==> src/trace_pkg.sv <==
package trace_pkg;

   localparam int NIBBLE_W    = 4;             // trace port width
   localparam int BUFFER_W    = 32;            // window holds 8 nibbles
   localparam int NUM_RULES   = 4;
   localparam int COUNT_W     = 8;             // saturating hit counter
   localparam int TS_W        = 16;
   localparam int FIFO_DEPTH  = 16;
   localparam int FIFO_ADDR_W = 4;
   localparam int REG_ADDR_W  = 8;
   localparam int REG_DATA_W  = 32;
   localparam int DELAY_W     = 16;            // trig delay/width and capture length

   typedef logic [BUFFER_W-1:0]  trace_word_t;  // window, pattern or mask
   typedef logic [NUM_RULES-1:0] rule_vec_t;    // one bit per rule
   typedef logic [COUNT_W-1:0]   hit_count_t;

   // capture record, timestamp on top
   typedef struct packed {
      logic [TS_W-1:0] ts;
      rule_vec_t       hits;
   } fifo_entry_t;

   typedef enum logic [REG_ADDR_W-1:0] {
      ADDR_CTRL       = 8'h00,                 // bit0 arm, bit1 trig enable
      ADDR_STATUS     = 8'h01,                 // read only
      ADDR_RULE_EN    = 8'h02,
      ADDR_CAP_LEN    = 8'h03,
      ADDR_TRIG_DELAY = 8'h04,
      ADDR_TRIG_WIDTH = 8'h05,
      ADDR_PATTERN0   = 8'h10,                 // 4 patterns from here
      ADDR_MASK0      = 8'h14,                 // 4 masks
      ADDR_COUNT0     = 8'h18,                 // 4 hit counters
      ADDR_FIFO_DATA  = 8'h20                  // read pops the fifo
   } reg_addr_e;

   typedef enum logic [1:0] {
      cap_idle,
      cap_run,
      cap_done
   } capture_state_e;

   typedef enum logic [1:0] {
      trig_idle,
      trig_wait,
      trig_pulse,
      trig_done
   } trig_state_e;

endpackage

==> src/trace_matcher.sv <==
module trace_matcher import trace_pkg::*; (
   input  logic                trace_clk,
   input  logic                reset,
   input  logic                trcena,
   input  logic [NIBBLE_W-1:0] tracedata,
   input  rule_vec_t           rule_en,
   input  trace_word_t         patterns [NUM_RULES],
   input  trace_word_t         masks [NUM_RULES],
   output rule_vec_t           hits,
   output logic                hit_strobe,
   output hit_count_t          counts [NUM_RULES]
);

   trace_word_t window;                        // newest nibble at the bottom
   logic [3:0]  fill;                          // nibbles shifted in up to 8
   logic        eval;                          // last edge shifted a valid window
   rule_vec_t   match;                         // combinational rule results

   // one nibble in per enabled edge
   always_ff @(posedge trace_clk) begin
      if (trcena) begin
         window <= {window[BUFFER_W-NIBBLE_W-1:0], tracedata};
      end
   end

   always_ff @(posedge trace_clk) begin
      if (reset) begin
         fill <= '0;
         eval <= 1'b0;
      end else begin
         if (trcena && fill != 4'(BUFFER_W / NIBBLE_W)) begin
            fill <= fill + 1'b1;
         end
         // this shift leaves 8 good nibbles in the window
         eval <= trcena && (fill >= 4'(BUFFER_W / NIBBLE_W - 1));
      end
   end

   // masked compare per rule
   for (genvar i = 0; i < NUM_RULES; i++) begin : g_rule
      assign match[i] = rule_en[i] && ((window & masks[i]) == (patterns[i] & masks[i]));
   end

   always_ff @(posedge trace_clk) begin
      if (reset) begin
         hits       <= '0;
         hit_strobe <= 1'b0;
      end else begin
         hit_strobe <= eval;                   // one cycle per evaluated shift
         if (eval) begin
            hits <= match;                     // held until next strobe
         end
      end
   end

   // saturating counters bump on the strobe edge
   always_ff @(posedge trace_clk) begin
      if (reset) begin
         for (int i = 0; i < NUM_RULES; i++) begin
            counts[i] <= '0;
         end
      end else if (eval) begin
         for (int i = 0; i < NUM_RULES; i++) begin
            if (match[i] && counts[i] != '1) begin
               counts[i] <= counts[i] + 1'b1;  // stick at 255
            end
         end
      end
   end

endmodule

==> src/capture_ctrl.sv <==
module capture_ctrl import trace_pkg::*; (
   input  logic               trace_clk,
   input  logic               reset,
   input  logic               arm_pulse,
   input  logic               hit_strobe,
   input  rule_vec_t          hits,
   input  logic [DELAY_W-1:0] cap_len,
   input  logic               fifo_full,
   output logic               fifo_push,
   output fifo_entry_t        fifo_wdata,
   output capture_state_e     cap_state,
   output logic               overflow
);

   logic [TS_W-1:0]    timestamp;              // cycles since arm
   logic [DELAY_W-1:0] rec_cnt;                // records actually written
   logic               limit_hit;              // length reached
   logic               record;                 // a record is due this cycle

   assign limit_hit = rec_cnt >= cap_len;
   assign record    = (cap_state == cap_run) && !limit_hit && hit_strobe && (|hits);

   // write goes on the same edge as the strobe
   assign fifo_push       = record && !fifo_full;
   assign fifo_wdata.ts   = timestamp;
   assign fifo_wdata.hits = hits;

   always_ff @(posedge trace_clk) begin
      if (reset) begin
         cap_state <= cap_idle;
         timestamp <= '0;
         rec_cnt   <= '0;
         overflow  <= 1'b0;
      end else if (arm_pulse) begin
         // arm restarts from any state
         cap_state <= cap_run;
         timestamp <= '0;
         rec_cnt   <= '0;
         overflow  <= 1'b0;
      end else if (cap_state == cap_run) begin
         timestamp <= timestamp + 1'b1;        // free running while capturing
         if (limit_hit) begin
            cap_state <= cap_done;             // cap_len 0 ends right away
         end
         if (fifo_push) begin
            rec_cnt <= rec_cnt + 1'b1;
         end
         if (record && fifo_full) begin
            overflow <= 1'b1;                  // record lost, sticky till arm
         end
      end
   end

endmodule

==> src/trace_fifo.sv <==
module trace_fifo import trace_pkg::*; (
   input  logic        trace_clk,
   input  logic        reset,
   input  logic        push,
   input  fifo_entry_t wdata,
   input  logic        pop,
   output fifo_entry_t rdata,
   output logic        empty,
   output logic        full
);

   fifo_entry_t            mem [FIFO_DEPTH];   // record storage
   logic [FIFO_ADDR_W-1:0] wr_ptr;
   logic [FIFO_ADDR_W-1:0] rd_ptr;
   logic [FIFO_ADDR_W:0]   count;              // occupancy 0..16
   logic                   do_push;
   logic                   do_pop;

   assign do_push = push && !full;
   assign do_pop  = pop && !empty;             // pop on empty is dropped

   always_ff @(posedge trace_clk) begin
      if (do_push) begin
         mem[wr_ptr] <= wdata;
      end
   end

   always_ff @(posedge trace_clk) begin
      if (reset) begin
         wr_ptr <= '0;
         rd_ptr <= '0;
         count  <= '0;
      end else begin
         if (do_push) wr_ptr <= wr_ptr + 1'b1; // wraps at depth
         if (do_pop)  rd_ptr <= rd_ptr + 1'b1;
         case ({do_push, do_pop})
            2'b10:   count <= count + 1'b1;
            2'b01:   count <= count - 1'b1;
            default: ;                         // both or neither
         endcase
      end
   end

   assign rdata = mem[rd_ptr];                 // head shows without a pop
   assign empty = (count == '0);
   assign full  = (count == (FIFO_ADDR_W+1)'(FIFO_DEPTH));

endmodule

==> src/pulse_trigger.sv <==
module pulse_trigger import trace_pkg::*; (
   input  logic               trace_clk,
   input  logic               reset,
   input  logic               trig_enable,
   input  logic               arm_pulse,
   input  logic               hit_strobe,
   input  rule_vec_t          hits,
   input  logic [DELAY_W-1:0] trig_delay,
   input  logic [DELAY_W-1:0] trig_width,
   output logic               trig_out
);

   trig_state_e        state;
   trig_state_e        state_nxt;
   trig_state_e        pulse_st;               // where the delay leads
   logic [DELAY_W-1:0] cnt;                    // delay then width countdown
   logic [DELAY_W-1:0] cnt_nxt;
   logic               fire;

   assign fire     = trig_enable && hit_strobe && (|hits);
   assign pulse_st = (trig_width != '0) ? trig_pulse : trig_done; // width 0 skips pulse

   always_comb begin
      state_nxt = state;
      cnt_nxt   = cnt;
      case (state)
         trig_idle: if (fire) begin
            if (trig_delay != '0) begin
               state_nxt = trig_wait;
               cnt_nxt   = trig_delay;
            end else begin
               state_nxt = pulse_st;           // no delay, pulse next cycle
               cnt_nxt   = trig_width;
            end
         end
         trig_wait: if (cnt == DELAY_W'(1)) begin
            state_nxt = pulse_st;
            cnt_nxt   = trig_width;
         end else begin
            cnt_nxt = cnt - 1'b1;
         end
         trig_pulse: if (cnt == DELAY_W'(1)) begin
            state_nxt = trig_done;             // one shot, wait for re-arm
         end else begin
            cnt_nxt = cnt - 1'b1;
         end
         default: ;                            // trig_done holds
      endcase
      if (arm_pulse) state_nxt = trig_idle;
   end

   always_ff @(posedge trace_clk) begin
      if (reset) begin
         state <= trig_idle;
         cnt   <= '0;
      end else begin
         state <= state_nxt;
         cnt   <= cnt_nxt;
      end
   end

   assign trig_out = (state == trig_pulse);

endmodule

==> src/trace_regs.sv <==
module trace_regs import trace_pkg::*; (
   input  logic                  trace_clk,
   input  logic                  reset,
   input  reg_addr_e             reg_addr,
   input  logic [REG_DATA_W-1:0] reg_wdata,
   input  logic                  reg_write,
   input  logic                  reg_read,
   output logic [REG_DATA_W-1:0] reg_rdata,
   output logic                  reg_rvalid,
   output rule_vec_t             rule_en,
   output trace_word_t           patterns [NUM_RULES],
   output trace_word_t           masks [NUM_RULES],
   output logic [DELAY_W-1:0]    cap_len,
   output logic                  trig_enable,
   output logic [DELAY_W-1:0]    trig_delay,
   output logic [DELAY_W-1:0]    trig_width,
   output logic                  arm_pulse,
   input  hit_count_t            counts [NUM_RULES],
   input  capture_state_e        cap_state,
   input  logic                  overflow,
   input  fifo_entry_t           fifo_rdata,
   input  logic                  fifo_empty,
   output logic                  fifo_pop
);

   logic [REG_ADDR_W-1:0]        base;         // address with rule index cleared
   logic [$clog2(NUM_RULES)-1:0] idx;          // rule index within a bank
   logic                         is_pattern;
   logic                         is_mask;
   logic                         is_count;
   logic [REG_DATA_W-1:0]        rd_mux;

   assign base       = reg_addr & ~REG_ADDR_W'(NUM_RULES - 1);
   assign idx        = reg_addr[$clog2(NUM_RULES)-1:0];
   assign is_pattern = (base == ADDR_PATTERN0);
   assign is_mask    = (base == ADDR_MASK0);
   assign is_count   = (base == ADDR_COUNT0);
   assign fifo_pop   = reg_read && (reg_addr == ADDR_FIFO_DATA); // head leaves as it is read

   always_ff @(posedge trace_clk) begin
      if (reset) begin
         rule_en     <= '0;
         cap_len     <= '0;
         trig_enable <= 1'b0;
         trig_delay  <= '0;
         trig_width  <= '0;
         arm_pulse   <= 1'b0;
         for (int i = 0; i < NUM_RULES; i++) begin
            patterns[i] <= '0;
            masks[i]    <= '0;
         end
      end else begin
         arm_pulse <= reg_write && (reg_addr == ADDR_CTRL) && reg_wdata[0]; // single cycle
         if (reg_write) begin
            if (is_pattern) begin
               patterns[idx] <= reg_wdata;
            end else if (is_mask) begin
               masks[idx] <= reg_wdata;
            end else begin
               case (reg_addr)
                  ADDR_CTRL:       trig_enable <= reg_wdata[1];
                  ADDR_RULE_EN:    rule_en     <= reg_wdata[NUM_RULES-1:0];
                  ADDR_CAP_LEN:    cap_len     <= reg_wdata[DELAY_W-1:0];
                  ADDR_TRIG_DELAY: trig_delay  <= reg_wdata[DELAY_W-1:0];
                  ADDR_TRIG_WIDTH: trig_width  <= reg_wdata[DELAY_W-1:0];
                  default: ;                   // status, counters, fifo are read only
               endcase
            end
         end
      end
   end

   // read mux, everything zero extended
   always_comb begin
      rd_mux = '0;
      if (is_pattern) begin
         rd_mux = patterns[idx];
      end else if (is_mask) begin
         rd_mux = masks[idx];
      end else if (is_count) begin
         rd_mux[COUNT_W-1:0] = counts[idx];
      end else begin
         case (reg_addr)
            ADDR_CTRL:       rd_mux[1] = trig_enable; // arm bit reads 0
            ADDR_STATUS:     rd_mux[3:0] = {overflow, fifo_empty, cap_state};
            ADDR_RULE_EN:    rd_mux[NUM_RULES-1:0] = rule_en;
            ADDR_CAP_LEN:    rd_mux[DELAY_W-1:0] = cap_len;
            ADDR_TRIG_DELAY: rd_mux[DELAY_W-1:0] = trig_delay;
            ADDR_TRIG_WIDTH: rd_mux[DELAY_W-1:0] = trig_width;
            ADDR_FIFO_DATA:  if (!fifo_empty) rd_mux[$bits(fifo_entry_t)-1:0] = fifo_rdata;
            default: ;                         // unmapped reads 0
         endcase
      end
   end

   always_ff @(posedge trace_clk) begin
      if (reset) begin
         reg_rvalid <= 1'b0;
      end else begin
         reg_rvalid <= reg_read;               // data one cycle after the request
      end
   end

   always_ff @(posedge trace_clk) begin
      if (reg_read) reg_rdata <= rd_mux;
   end

endmodule

==> src/trace_sniffer_top.sv <==
module trace_sniffer_top import trace_pkg::*; (
   input  logic                  trace_clk,
   input  logic                  reset,
   input  logic                  trcena,
   input  logic [NIBBLE_W-1:0]   tracedata,
   output logic                  trig_out,
   input  logic [REG_ADDR_W-1:0] reg_addr,
   input  logic [REG_DATA_W-1:0] reg_wdata,
   input  logic                  reg_write,
   input  logic                  reg_read,
   output logic [REG_DATA_W-1:0] reg_rdata,
   output logic                  reg_rvalid
);

   // configuration from the register block
   rule_vec_t          rule_en;
   trace_word_t        patterns [NUM_RULES];
   trace_word_t        masks [NUM_RULES];
   logic [DELAY_W-1:0] cap_len;
   logic               trig_enable;
   logic [DELAY_W-1:0] trig_delay;
   logic [DELAY_W-1:0] trig_width;
   logic               arm_pulse;

   // matcher results
   rule_vec_t          hits;
   logic               hit_strobe;
   hit_count_t         counts [NUM_RULES];

   // capture path
   logic               fifo_push;
   logic               fifo_pop;
   fifo_entry_t        fifo_wdata;
   fifo_entry_t        fifo_rdata;
   logic               fifo_empty;
   logic               fifo_full;
   capture_state_e     cap_state;
   logic               overflow;

   trace_matcher u_matcher (
      .trace_clk (trace_clk),  .reset      (reset),
      .trcena    (trcena),     .tracedata  (tracedata),
      .rule_en   (rule_en),    .patterns   (patterns),
      .masks     (masks),      .hits       (hits),
      .hit_strobe(hit_strobe), .counts     (counts)
   );

   capture_ctrl u_capture (
      .trace_clk (trace_clk),  .reset      (reset),
      .arm_pulse (arm_pulse),  .hit_strobe (hit_strobe),
      .hits      (hits),       .cap_len    (cap_len),
      .fifo_full (fifo_full),  .fifo_push  (fifo_push),
      .fifo_wdata(fifo_wdata), .cap_state  (cap_state),
      .overflow  (overflow)
   );

   trace_fifo u_fifo (
      .trace_clk (trace_clk),  .reset      (reset),
      .push      (fifo_push),  .wdata      (fifo_wdata),
      .pop       (fifo_pop),   .rdata      (fifo_rdata),
      .empty     (fifo_empty), .full       (fifo_full)
   );

   pulse_trigger u_trigger (
      .trace_clk  (trace_clk),   .reset      (reset),
      .trig_enable(trig_enable), .arm_pulse  (arm_pulse),
      .hit_strobe (hit_strobe),  .hits       (hits),
      .trig_delay (trig_delay),  .trig_width (trig_width),
      .trig_out   (trig_out)
   );

   trace_regs u_regs (
      .trace_clk  (trace_clk),            .reset      (reset),
      .reg_addr   (reg_addr_e'(reg_addr)), .reg_wdata  (reg_wdata),
      .reg_write  (reg_write),            .reg_read   (reg_read),
      .reg_rdata  (reg_rdata),            .reg_rvalid (reg_rvalid),
      .rule_en    (rule_en),              .patterns   (patterns),
      .masks      (masks),                .cap_len    (cap_len),
      .trig_enable(trig_enable),          .trig_delay (trig_delay),
      .trig_width (trig_width),           .arm_pulse  (arm_pulse),
      .counts     (counts),               .cap_state  (cap_state),
      .overflow   (overflow),             .fifo_rdata (fifo_rdata),
      .fifo_empty (fifo_empty),           .fifo_pop   (fifo_pop)
   );

endmodule

==> config.mk <==
export PLATFORM = sky130hd
export DESIGN_NAME = trace_sniffer_top
export DESIGN_NICKNAME = d
export VERILOG_FILES = /design/src/trace_pkg.sv /design/src/trace_matcher.sv /design/src/capture_ctrl.sv /design/src/trace_fifo.sv /design/src/pulse_trigger.sv /design/src/trace_regs.sv /design/src/trace_sniffer_top.sv
export SDC_FILE = /design/constraint.sdc
export NUM_CORES = 2
export LEC_CHECK = 0
export ABC_CLOCK_PERIOD_IN_PS = 8900
export BUFFER_PORTS_ARGS = -buffer_cell sky130_fd_sc_hd__clkbuf_2
export CAP_MARGIN = 30
export CORE_ASPECT_RATIO = 1.25
export CORE_MARGIN = 2
export CORE_UTILIZATION = 31
export CTS_BUF_LIST = sky130_fd_sc_hd__clkbuf_4 sky130_fd_sc_hd__clkbuf_8
export CTS_CLUSTER_DIAMETER = 120
export CTS_CLUSTER_SIZE = 25
export DETAILED_ROUTE_END_ITERATION = 10
export GPL_TIMING_DRIVEN = 0
export PLACE_DENSITY_LB_ADDON = 0.05
export SLEW_MARGIN = 5
export SYNTH_ARGS = -nofsm -noshare
export SYNTH_HDL_FRONTEND = slang
export SYNTH_SLANG_ARGS = --single-unit
export TNS_END_PERCENT = 5
==> constraint.sdc <==
create_clock -name trace_clk -period 8.9 [get_ports trace_clk]
set_clock_uncertainty 0.2 [all_clocks]
set_input_delay 0.89 -clock trace_clk [delete_from_list [all_inputs] [get_ports trace_clk]]
set_output_delay 0.89 -clock trace_clk [all_outputs]
set_load 0.005 [all_outputs]
==> impl_results.md <==
- Area delta synth->final: 9.24%
- Tcrit/Tclk final: 51.1%
- Reg2reg end: u_fifo.count[4]
- Tot GR Track Use: 24.3%
- Clock sinks: 807
- Post-synth EDFFs: 384
- Core footprint: 0.115 mm^2
- Initial antenna violation count: 5
- Max Cap Violations: 0
- Deepest clock path buffer count: 3
- Die H: 384 um
- Reg2reg start: u_regs.cap_len[7]
- CTS tree: done
- Outcome: finished clean
- Largest net degree at the start of global routing: 38
- Setup Crit Path Kind: flop to flop
- Starting Density: 31.2%
- Avg WL per Cell: 30.3 um
- Hold crit path type: primary input to flop
- Final HPWL DP: 108 mm
- Placed cell count: 4755
- PwrDens: 166 mW/mm^2
- Fmax: 220 MHz
- Rel. slew slack: 28.0%
- # IOs: 83
- Vias per cell: 5.47
- H-tree levels: 2
- Total wire length: 146 mm
- Crit-path max FO: 10
- Hold Vio Cnt, Final: 0
- Drt drc: 0
- Post-Layout Cell Count: 4825
- R2r setup slk: 4350 ps
- Power Total: 6.49 mW
- Post-CTS Resized: 0
- Nets: 3405
- Slew Limit Fails: 0
- Wire length on met1: 59.8 mm
- Fin Setup TNS: 0 ps
- Worst r2r path cells: 16
- CTS hold repair buffers: 0
- Hold path cells: 1
- Die W: 308 um
- IO buf count: 64
- Worst EP required: 9370 ps
- CTS root buf: clkbuf_8
- Global-route wire length before repair: 203 mm
- Layout cell share with drive strength beyond 1: 13.3%
- Cell area after synthesis: 0.0358 mm^2
- Hold EP: u_matcher.window[2]
- WL met3: 5.65 mm
- Syn nets: 3278
- Synth warn: 0
- Ys async rst share: 0%
- DR iter-0 viols: 2282
- Post-synthesis sequential area ratio: 55.8%
- CP arrival: 5010 ps
- Full die area: 0.118 mm^2
- Crit start category: flop
- Syn Area/Cell: 11.2 um^2
- DRT Pass-1 Iters: 7
- Hold WS: 109 ps
- Global placement routability congestion: 0.944
- Syn Inst Count: 3189
- Rows: 139
- Skew-Pair Late Insertion Delay: 770 ps
- Setup-failing EPs final: 0
- Hold Path Origin: tracedata[2]
- Routed length on met2: 73.3 mm
- Vias in the first global route: 26200
- Least-Margin Pin Slew: 1080 ps
- Synth Flop Type: dfxtp_1
- #FFs+latches synth: 807
- Vias: 26400
- Worst ir drop on vdd: 0.000137 V
- Unrepaired setup endpoints after global routing: false
- Yosys cell types: 76
- DRT antenna net count: 0
- CTS buffer count: 38
- Clk slew on worst S/H paths: 170 ps
- Min Tclk post-route: 4550 ps
- Filler cells: 11700
- Grt ovf: 0
- Post-CTS Setup Repair Bufs: 0
- Top sig layer: met5
- Crit. End Element: flop
- Lkg Pwr: 12.8 nW
## where the power goes
| part | total [mW] | internal (mW) | switching [mW] |
|---|---|---|---|
| clock | 1.76 | 0.530 | 1.23 |
| sequential | 3.95 | 3.90 | 0.0505 |
| combinational | 0.775 | 0.231 | 0.544 |
| total | 6.49 | 4.66 | 1.83 |
## layer usage
layer	up-vias	global-route usage [%]
met5	-	0
met4	2	10.9
met3	228	2.23
met2	831	43.0
met1	13600	30.0
li1	11800	-
## synthesized netlist by cell type, drive strengths merged (16+ instances only)
master | n | share of area (%)
o21ai | 44 | 0.61
a21oi | 369 | 5.2
a22oi | 69 | 1.5
nand4 | 39 | 0.68
mux2i | 29 | 0.81
or4 | 16 | 0.34
nand2 | 668 | 7.0
mux2 | 25 | 0.80
nor4 | 20 | 0.41
clkbuf | 172 | 1.9
nor2 | 129 | 1.4
dfxtp | 423 | 24
nand3 | 55 | 0.77
nor3 | 20 | 0.31
ha | 39 | 1.4
nor2b | 36 | 0.63
xor2 | 145 | 3.5
edfxtp | 384 | 32
mux4 | 169 | 11
and3 | 38 | 0.66
buf | 49 | 0.68
a221oi | 21 | 0.51
inv | 49 | 0.51
## critical path: stages, from the launching register on
cell and delay [ps]:
dfxtp_1 410, inv_1 90, ha_1 300, and3_1 170, a221o_1 370, a22oi_2 200
o211ai_1 270, nor2_1 430, clkbuf_1 330, inv_1 80, ha_1 270, fa_1 430
a21o_1 180, a21oi_1 180, xor2_1 90, or3_1 310, a21oi_1 140
## placed cells by master (no fill, tap or decap), types with 13 or more instances in the layout
cell	netlist	routed
nand2_1	668	668
dfxtp_1	423	423
edfxtp_1	384	384
a21oi_1	369	369
mux4_2	169	169
clkbuf_1	156	155
xor2_1	145	145
nor2_1	129	129
clkbuf_2	16	79
a22oi_1	65	65
nand3_1	55	55
inv_1	49	49
o21ai_0	44	44
nand4_1	39	39
ha_1	39	39
clkbuf_8	0	39
buf_2	38	38
nor2b_1	36	36
mux2i_1	29	29
clkbuf_4	0	28
mux2_2	24	24
and3_1	38	22
a221oi_1	21	21
nor3_1	18	18
nor4_1	18	17
or4_1	16	16
and3_2	0	16
a22o_1	15	15
a31oi_1	14	14
buf_8	0	14
or3_1	13	13
o31ai_1	13	13
## logic make-up (layout without fill, tap and decap cells)
logic type      after synthesis  count (layout)  share of synthesized area [%]
xor+xnor                    151             151                           3.69
compound gates              606             606                           10.2
other cells                   0               2                              0
mux                         223             223                           12.2
flops                       807             807                           55.8
buf+inv                     270             424                           3.05
simple gates               1092            1092                           13.6
fa+ha+maj                    40              40                           1.42
## metrics by stage
step                util [%]  cell area (um^2)  worst slack (ps)
floorplan                  -             35800              5090
global placement        33.1             38000              4020
detailed placement      33.4             38400              4160
CTS                     34.1             39100              4370
global route            34.1             39200              3930
finish                  34.1             39200              4350
## sequential cells by signal, indices dropped and copies added (netlist names), 2 cells and up, named ones only
name / cells
u_capture.cap_state: 2
u_capture.rec_cnt: 16
u_capture.timestamp: 16
u_fifo.count: 5
u_fifo.mem: 320
u_fifo.rd_ptr: 4
u_fifo.wr_ptr: 4
u_matcher.counts: 32
u_matcher.fill: 4
u_matcher.hits: 4
u_matcher.window: 32
u_regs.cap_len: 16
u_regs.masks: 128
u_regs.patterns: 128
u_regs.reg_rdata: 32
u_regs.rule_en: 4
u_regs.trig_delay: 16
u_regs.trig_width: 16
u_trigger.cnt: 16
u_trigger.state: 2
## worst max path at each step
stage / slack (ps) / cells past startpoint / startpoint / endpoint
after floorplan: 5090 / 16 / u_regs.cap_len[6] / u_fifo.count[4]
after global placement: 4020 / 13 / u_fifo.count[0] / u_fifo.count[4]
after detailed placement: 4160 / 14 / reg_addr[0] / u_fifo.count[4]
after CTS: 4370 / 16 / u_regs.cap_len[7] / u_fifo.count[4]
after global routing: 3930 / 16 / u_regs.cap_len[7] / u_fifo.count[4]
final: 4350 / 16 / u_regs.cap_len[7] / u_fifo.count[4]
## final cells by class
class / count / area (um^2) / area share (%)
flip-flops and latches: 807 / 20000 / 51.1
multi-input cells: 2112 / 14800 / 37.7
well taps: 1480 / 1850 / 4.73
plain buffers: 221 / 910 / 2.32
clock buffers: 65 / 732 / 1.87
repair buffers: 87 / 668 / 1.71
inverters: 49 / 184 / 0.470
clock inverters: 2 / 27.5 / 0.0703
diodes: 2 / 5.00 / 0.0128
Note: power is estimated with default switching activity, not from simulation.
